==> config.mk <==
export PLATFORM = sky130hd
export DESIGN_NAME = vio_switch
export DESIGN_NICKNAME = d
export VERILOG_FILES = /design/src/design/stream_pkg.sv /design/src/design/switch_cfg_pkg.sv /design/src/design/dest_arbiter.sv /design/src/design/output_stage.sv /design/src/design/route_decode.sv /design/src/design/vio_switch.sv
export SDC_FILE = /design/constraint.sdc
export NUM_CORES = 2
export LEC_CHECK = 0
export BUFFER_PORTS_ARGS = -buffer_cell sky130_fd_sc_hd__clkbuf_2
export CAP_MARGIN = 0
export CORE_MARGIN = 1
export CORE_UTILIZATION = 25
export CTS_BUF_LIST = sky130_fd_sc_hd__clkbuf_8
export DETAILED_ROUTE_END_ITERATION = 8
export PLACE_DENSITY = 0.5
export SKIP_CTS_REPAIR_TIMING = 1
export SYNTH_ARGS = -nofsm -noshare
export SYNTH_HDL_FRONTEND = slang
export SYNTH_HIERARCHICAL = 1
export SYNTH_SLANG_ARGS = --single-unit
==> constraint.sdc <==
create_clock -name aclk -period 7.1 [get_ports aclk]
set_input_delay 0.355 -clock aclk [delete_from_list [all_inputs] [get_ports aclk]]
set_output_delay 0.355 -clock aclk [all_outputs]
set_load 0.005 [all_outputs]
==> src/design/stream_pkg.sv <==
`default_nettype none

package stream_pkg;

  localparam int DATA_BITS = 64;
  localparam int PID_BITS = 6;

  // Routing field, only the low bits select a port
  localparam int DEST_BITS = 14;

  // One full beat, every byte of data is valid
  typedef struct packed {
    logic [DATA_BITS-1:0] data;
    logic [PID_BITS-1:0]  tid;
    logic [DEST_BITS-1:0] tdest;
    logic                 last;
  } axis_beat_t;

endpackage

`default_nettype wire

==> src/design/switch_cfg_pkg.sv <==
`default_nettype none

package switch_cfg_pkg;

  // Region ports come first, the service ports follow
  localparam int N_VFIU = 2;
  localparam int N_PORTS = N_VFIU + 3;

  // Service port indices
  localparam int PORT_HOST = N_VFIU;
  localparam int PORT_RDMA = N_VFIU + 1;
  localparam int PORT_TCP = N_VFIU + 2;

  // Width of a port index, must cover N_PORTS-1
  localparam int PORT_BITS = 3;

  typedef logic [PORT_BITS-1:0] port_idx_t;

  // One bit per port, bit i belongs to port i
  typedef logic [N_PORTS-1:0] port_mask_t;

endpackage

`default_nettype wire

==> src/design/dest_arbiter.sv <==
`default_nettype none
`timescale 1ns/1ps

module dest_arbiter (
  input  logic                       aclk,
  input  logic                       reset,
  input  switch_cfg_pkg::port_mask_t req,
  input  stream_pkg::axis_beat_t     beats [switch_cfg_pkg::N_PORTS],
  input  logic                       stage_ready,
  output switch_cfg_pkg::port_mask_t grant,
  output logic                       grant_valid,
  output stream_pkg::axis_beat_t     grant_beat
);

  // Holder of the current packet, or the last winner when unlocked
  switch_cfg_pkg::port_idx_t last_idx;
  logic                      locked;

  switch_cfg_pkg::port_idx_t rr_idx;
  logic                      rr_hit;
  switch_cfg_pkg::port_idx_t cand_idx;
  switch_cfg_pkg::port_idx_t sel_idx;

  // Search starts one past the last winner and wraps
  always_comb begin
    rr_idx = last_idx;
    rr_hit = 1'b0;
    cand_idx = last_idx;
    for (int k = 1; k <= switch_cfg_pkg::N_PORTS; k++) begin
      cand_idx = switch_cfg_pkg::port_idx_t'(
        (int'(last_idx) + k) % switch_cfg_pkg::N_PORTS);
      if (!rr_hit && req[cand_idx]) begin
        rr_idx = cand_idx;
        rr_hit = 1'b1;
      end
    end
  end

  // Inside a packet the holder keeps the grant even while it idles
  always_comb begin
    if (locked) begin
      sel_idx = last_idx;
      grant_valid = req[last_idx];
    end else begin
      sel_idx = rr_idx;
      grant_valid = rr_hit;
    end
  end

  assign grant = grant_valid ? (switch_cfg_pkg::port_mask_t'(1) << sel_idx) : '0;

  // Data mux toward the output stage
  assign grant_beat = beats[sel_idx];

  // Lock on the first beat, release when the last beat moves
  always_ff @(posedge aclk) begin
    if (reset) begin
      locked <= 1'b0;
      last_idx <= switch_cfg_pkg::port_idx_t'(switch_cfg_pkg::N_PORTS - 1);
    end else if (grant_valid && stage_ready) begin
      last_idx <= sel_idx;
      locked <= !grant_beat.last;
    end
  end

endmodule

`default_nettype wire

==> src/design/output_stage.sv <==
`default_nettype none
`timescale 1ns/1ps

module output_stage (
  input  logic                   aclk,
  input  logic                   reset,
  input  logic                   in_valid,
  input  stream_pkg::axis_beat_t in_beat,
  output logic                   stage_ready,
  output logic                   out_valid,
  output stream_pkg::axis_beat_t out_beat,
  input  logic                   out_ready
);

  // Room when empty or when the held beat leaves this cycle
  assign stage_ready = !out_valid || out_ready;

  always_ff @(posedge aclk) begin
    if (reset) begin
      out_valid <= 1'b0;
    end else if (stage_ready) begin
      out_valid <= in_valid;
    end
  end

  // Held beat stays put under back-pressure
  always_ff @(posedge aclk) begin
    if (stage_ready && in_valid) begin
      out_beat <= in_beat;
    end
  end

endmodule

`default_nettype wire

==> src/design/route_decode.sv <==
`default_nettype none
`timescale 1ns/1ps

module route_decode (
  input  logic                       aclk,
  input  logic                       reset,
  input  stream_pkg::axis_beat_t     beat,
  input  logic                       valid,
  output switch_cfg_pkg::port_mask_t dest_req,
  output logic                       bad_dest,
  output logic                       decode_err
);

  switch_cfg_pkg::port_idx_t dest_idx;
  logic                      upper_clear;
  logic                      dest_ok;

  // Low bits pick the port
  assign dest_idx = beat.tdest[switch_cfg_pkg::PORT_BITS-1:0];

  // Any set bit above the index field makes the route invalid
  assign upper_clear =
    (beat.tdest[stream_pkg::DEST_BITS-1:switch_cfg_pkg::PORT_BITS] == '0);

  assign dest_ok = upper_clear && (int'(dest_idx) < switch_cfg_pkg::N_PORTS);

  // One-hot request toward the arbiter of the selected destination
  assign dest_req = (valid && dest_ok) ?
    (switch_cfg_pkg::port_mask_t'(1) << dest_idx) : '0;

  // Bad beats are taken at once and dropped by the top level
  assign bad_dest = valid && !dest_ok;

  // Flag follows the edge that swallowed the beat
  always_ff @(posedge aclk) begin
    if (reset) begin
      decode_err <= 1'b0;
    end else begin
      decode_err <= bad_dest;
    end
  end

endmodule

`default_nettype wire

==> src/design/vio_switch.sv <==
`default_nettype none
`timescale 1ns/1ps

// Ports 0..N_VFIU-1 are regions, then host, RDMA and TCP
module vio_switch (
  input  logic                       aclk,
  input  logic                       reset,

  // Sources
  input  stream_pkg::axis_beat_t     in_beat [switch_cfg_pkg::N_PORTS],
  input  switch_cfg_pkg::port_mask_t in_valid,
  output switch_cfg_pkg::port_mask_t in_ready,

  // Destinations
  output stream_pkg::axis_beat_t     out_beat [switch_cfg_pkg::N_PORTS],
  output switch_cfg_pkg::port_mask_t out_valid,
  input  switch_cfg_pkg::port_mask_t out_ready,

  output switch_cfg_pkg::port_mask_t decode_err
);

  // Indexed by source, one bit per destination
  switch_cfg_pkg::port_mask_t dest_req [switch_cfg_pkg::N_PORTS];
  switch_cfg_pkg::port_mask_t bad_dest;

  // Indexed by destination, one bit per source
  switch_cfg_pkg::port_mask_t arb_req [switch_cfg_pkg::N_PORTS];
  switch_cfg_pkg::port_mask_t grant [switch_cfg_pkg::N_PORTS];

  switch_cfg_pkg::port_mask_t grant_valid;
  switch_cfg_pkg::port_mask_t stage_ready;
  stream_pkg::axis_beat_t     grant_beat [switch_cfg_pkg::N_PORTS];

  for (genvar s = 0; s < switch_cfg_pkg::N_PORTS; s++) begin : g_src
    route_decode u_decode (
      .aclk       (aclk),
      .reset      (reset),
      .beat       (in_beat[s]),
      .valid      (in_valid[s]),
      .dest_req   (dest_req[s]),
      .bad_dest   (bad_dest[s]),
      .decode_err (decode_err[s])
    );
  end

  // Request matrix turned around so each arbiter sees its column
  for (genvar d = 0; d < switch_cfg_pkg::N_PORTS; d++) begin : g_xpose
    for (genvar s = 0; s < switch_cfg_pkg::N_PORTS; s++) begin : g_bit
      assign arb_req[d][s] = dest_req[s][d];
    end
  end

  for (genvar d = 0; d < switch_cfg_pkg::N_PORTS; d++) begin : g_dst
    dest_arbiter u_arb (
      .aclk        (aclk),
      .reset       (reset),
      .req         (arb_req[d]),
      .beats       (in_beat),
      .stage_ready (stage_ready[d]),
      .grant       (grant[d]),
      .grant_valid (grant_valid[d]),
      .grant_beat  (grant_beat[d])
    );

    output_stage u_stage (
      .aclk        (aclk),
      .reset       (reset),
      .in_valid    (grant_valid[d]),
      .in_beat     (grant_beat[d]),
      .stage_ready (stage_ready[d]),
      .out_valid   (out_valid[d]),
      .out_beat    (out_beat[d]),
      .out_ready   (out_ready[d])
    );
  end

  // A source is ready when dropped, or when granted by a destination with room
  always_comb begin
    in_ready = bad_dest;
    for (int d = 0; d < switch_cfg_pkg::N_PORTS; d++) begin
      in_ready = in_ready | (grant[d] & {switch_cfg_pkg::N_PORTS{stage_ready[d]}});
    end
  end

endmodule

`default_nettype wire

# ---- Word-level counts from Yosys, hierarchy flattened
# Cells that the tools add are included.
dict set report classes {
  bitwise_logic 15
  shift 10
  n_mux 145
  n_reduce_logical 85
  div_mod_pow 25
  magnitude_cmp 40
  addsub 25
}
# operator count
set ops {}
lappend ops {{$bmux W85 S3} 5}
lappend ops {{$mux W85} 10}
lappend ops {{$mod A32 B4 Y32 const B} 25}
lappend ops {{$lt A3 B4 Y1 const B} 30}
lappend ops {{$bmux W1 S3} 30}
lappend ops {{$mux W3} 30}
lappend ops {{$mux W1} 60}
lappend ops {{$logic_not A11 Y1} 5}
lappend ops {{$mux W5} 10}
lappend ops {{$shl A1 B3 Y5 const A} 10}
lappend ops {{$add A3 B2 Y4 const B} 10}
lappend ops {{$add A3 B3 Y4 const B} 10}
lappend ops {{$logic_and A1 B1 Y1} 40}
lappend ops {{$logic_not A1 Y1} 35}
lappend ops {{$and A5 B5 Y5} 5}
lappend ops {{$or A5 B5 Y5} 5}
lappend ops {{$add A3 B1 Y4 const B} 5}
lappend ops {{$ge A4 B4 Y1 const B} 5}
lappend ops {{$not A3 Y4} 5}
lappend ops {{$lt A3 B3 Y1 const B} 5}
lappend ops {{$logic_or A1 B1 Y1} 5}
dict set report totals {
  elab_cells 385
  output_inout_bits 440
  ff_bits 455
  in_bits 437
}

# ---- Longest topological paths before layout
dict set report logic_depth {
  word_depth 28
  mapped_depth 26
  ltp_nobuf 21
}

# ---- Modules after synthesis
# The synthesis kept the hierarchy.
# module cells_each instances area_each_um2 seq_area_each_um2
set by_module_without_submodules {}
lappend by_module_without_submodules {output_stage 90 5 2607.5 2572.5}
lappend by_module_without_submodules {{dest_arbiter at g_dst[0].u_arb ...} 744 2 5800.6 80.1}
lappend by_module_without_submodules {{dest_arbiter at g_dst[1].u_arb} 927 1 6407.4 80.1}
lappend by_module_without_submodules {{dest_arbiter at g_dst[4].u_arb} 730 1 6004.5 80.1}
lappend by_module_without_submodules {{dest_arbiter at g_dst[2].u_arb} 709 1 5293.8 80.1}
lappend by_module_without_submodules {route_decode 21 5 173.9 20.0}
lappend by_module_without_submodules {vio_switch 20 1 125.1 0.0}

# ---- Least setup slack after synthesis
# Ideal clock, no wire load.
dict set report synth_timing {
  path_type {register -> register}
  start {register g_dst[2].u_arb.last_idx[0]}
  end {register g_dst[2].u_stage/out_beat[82] (netlist name)}
  path_buffers 6
  setup_slack_ns 1.097
  setup_ns 0.266
  path_stages_with_launch 24
  arrival_time_ns 5.737
  path_cell_list {dfxtp_1 > buf_2 > buf_2 > buf_2 > buf_1 > inv_1 > ha_1 > clkbuf_1 > o211ai_1 > and2_1 > ha_1 > nor2b_1 > nor2_1 > a22o_1 > mux2_1 > a32oi_1 > nand2_1 > a41oi_1 > a41oi_4 > a21oi_4 > buf_6 > mux2_1 > a222oi_1 > o21ai_1}
}
# item line_no
set synth_lines {}
lappend synth_lines {{start: declaration} dest_arbiter.sv:16} ;# switch_cfg_pkg::port_idx_t last_idx;
lappend synth_lines {{start signal: assignment} dest_arbiter.sv:59} ;# last_idx <= switch_cfg_pkg::port_idx_t'(switch_cfg_pkg::N_PORTS - 1);
lappend synth_lines {{start signal: assignment} dest_arbiter.sv:61} ;# last_idx <= sel_idx;

==> impl_metrics.ini <==
[synth]
async_reset_ff_share_pct = 0
ys_ff_latch = 455
synth-edff-count = 425
syn_avg_cell_area_um2 = 9.79
synth_top_flop_cell = edfxtp_1
ys_seq_area_share_pct = 30.8
syn_area_um2 = 43300
synth_cells = 4429
synth_fp_nets = 4983
yosysUniqueCellTypes = 129
yosysWarnings = 6

[setup_path]
arrival_ns = 6.35
critPathLaunch = g_dst[1].u_arb/last_idx[0]
crit_path_start_kind = register
r2r_end = g_dst[3].u_stage/out_beat[67]
rr_worst_depth = 23
cp_cell_sequence = buf_4 > inv_2 > ha_1 > ha_1 > nor4b_2 > nor4_1 > nor2_1 > ha_1 > nand2b_1 > a21bo_2 > mux2i_1 > a2bb2oi_2 > o32ai_1 > o21ai_1 > a211oi_2 > nor2_4 > nor3_1 > a22oi_1 > nand3_1 > clkbuf_2
cpMostUsedCell = ha_1
cp_slowest_stage_delay_ns = 0.63
critical_path_class = register to output port
cp_num_buf_inv = 3
cp_max_fo = 20
crit_slowest_cell = nor2_4
required_ns = 6.74
cp_top_family = simple AND/OR/NAND/NOR gates
worstSetupEndpoint = in_ready[1]
reg2reg_slack_ns = 0.44
r2r_start = g_dst[3].u_arb/last_idx[1]
cp.depth = 20
worstSetupEndpointType = output port

[detailed_routing]
drc = 0
antenna_left = 0
vias_per_cell = 5.93
first_pass_iters = 7
vias = 46882
drt-total-wl_um = 236000
wl_per_cell_um = 29.9
dr.first_iter.drc_count = 5225

[floorplan]
fp.dieW_um = 418
row_count = 152
die-area_um2 = 175000
die_height_um = 418
start_util_pct = 25.2
ios = 877
core-area_um2 = 172000

[min_path]
hp-start = in_beat[132]
hold_path.class = input pin to register

[clocking]
clock_sinks = 455
cts-buffers-inserted = 96
ctsHtreeMaxLevel = 3
cts_root_buf = clkbuf_8
cts_buffer_depth = 3
cts_tree = yes
clk_latency_ns = 0.90
cts.clk_slew.worst_paths_ns = 0.06

[layout]
drive_above_1_share_pct = 26.1
multiInputGateArea_um2 = 27700
nFillCells = 17819
seq_area_um2 = 13400
syn2layout_area_growth_pct = 29.4
fin_area_um2 = 56100
final_cells = 7910
nets = 6061

[outcome]
violations = hold timing
run_status = finished, violations left

[job]
maxCapViolCount = 0

[grt]
grt_max_degree = 98
grt.overflow.total = 0
grt_pass1_vias = 42536
grt_pass1_wl_um = 320000
antenna_found_initial = 25
globalRouteTotalUtil_pct = 25.1

[timing]
fin_crit_sh_pct = 94.4
fin_skew_ns = 0.0990
finalMaxSlewViolations = 0
worstMarginPinSlew_ns = 1.20
hold_viol = 9
fmax_mhz = 149
fin_hold_ws_ns = -0.0208
max_slew_margin_pct = 19.2
setup_viol = 0
period_needed_ns = 6.70

[placed_design]
place_inst = 7394
hpwl_um = 162000
port-buffer-count = 876
placed_cell_area_um2 = 50900
gp_congestion = 0.910
-- kinds of logic (layout without fill, tap and decap cells) --
family / count (synthesis) / after routing / share of synthesized area (%)
AO/OA/AOI/OAI: 1261 / 1261 / 23.0
flip-flops: 455 / 455 / 30.8
adder cells (fa/ha/maj): 117 / 117 / 3.38
other: 0 / 22 / 0
XOR/XNOR: 46 / 46 / 1.13
buffers and inverters: 528 / 1677 / 6.02
AND/OR/NAND/NOR: 1098 / 1098 / 13.8
multiplexers: 924 / 924 / 21.9
-- tightest hold or removal path, delay by kind of cell --
family                 cells  cell delay [ns]
buffers and inverters      1             0.14
AOI/OAI and AO/OA          1             0.11
muxes                      1             0.09
and+or+nand+nor            1             0.06
-- how the worst min path moves through the flow --
stage,to,cells past startpoint
after detailed placement,g_dst[1].u_arb/last_idx[2],1
after floorplan,g_dst[0].u_stage/out_valid,1
after global routing,g_dst[1].u_stage/out_beat[77],4
final,g_dst[1].u_stage/out_beat[47],4
after CTS,g_dst[4].u_stage/out_beat[54],2
after global placement,g_dst[1].u_arb/last_idx[2],1
-- registers in the layout, indices dropped and copies added (netlist names) --
register                   flops
g_dst.u_stage/out_valid        5
g_dst.u_stage/out_beat       425
g_dst.u_arb/locked             5
g_src.u_decode/decode_err      5
g_dst.u_arb/last_idx          15
-- cell usage after synthesis, types with 68 or more instances --
cell,n,share of area [%]
clkbuf_1,144,1.2
nor2_1,131,1.1
nand2_1,354,3.1
a22o_1,91,1.8
o221ai_1,173,3.5
a21oi_1,173,2.0
edfxtp_1,425,29
buf_2,156,1.8
nand4_1,186,2.7
inv_1,92,0.80
o2bb2ai_1,88,1.8
buf_4,68,1.2
ha_1,117,3.4
mux2i_1,833,19
-- layout make-up --
class	count	area share, %
multi-input cells	3446	49.4
flip-flops and latches	455	23.8
repair buffers	1395	17.5
well taps	2310	5.15
clock buffers	100	2.45
clock inverters	69	0.843
inverters	113	0.756
diodes	22	0.0982
-- stage by stage --
stage / TNS (ns) / setup WS (ns) / hold slack, ns / util, %
after global placement: 0 / 0.871 / 0.444 / 29.6
after global routing: -0.0460 / -0.0460 / -0.0107 / 32.6
after detailed placement: 0 / 0.741 / 0.453 / 29.6
after floorplan: 0 / 1.10 / 0.417 / -
after CTS: -0.234 / -0.117 / -0.240 / 30.7
final: 0 / 0.399 / -0.0208 / 32.6
-- per-layer routing --
metal	track usage [%]	share of wire (%)
met5	0	0.030
met4	16.8	6.8
met3	5.37	8.6
met2	38.8	45
met1	31.2	40
-- cell usage in the layout, fill, tap and decap left out, drive strengths merged, types with 81 or more instances in the layout --
master | Yosys | routed
a21oi | 185 | 185
a22o | 91 | 91
buf | 266 | 206
clkbuf | 149 | 975
dlygate4sd3 | 0 | 314
edfxtp | 425 | 425
ha | 117 | 117
inv | 109 | 140
mux2 | 81 | 81
mux2i | 833 | 833
nand2 | 356 | 356
nand4 | 186 | 186
nor2 | 137 | 137
o21ai | 126 | 126
o221ai | 174 | 174
o2bb2ai | 89 | 89
Power is not shown: default switching activity piles up to over one toggle a cycle in this logic, so the estimate is an artifact.
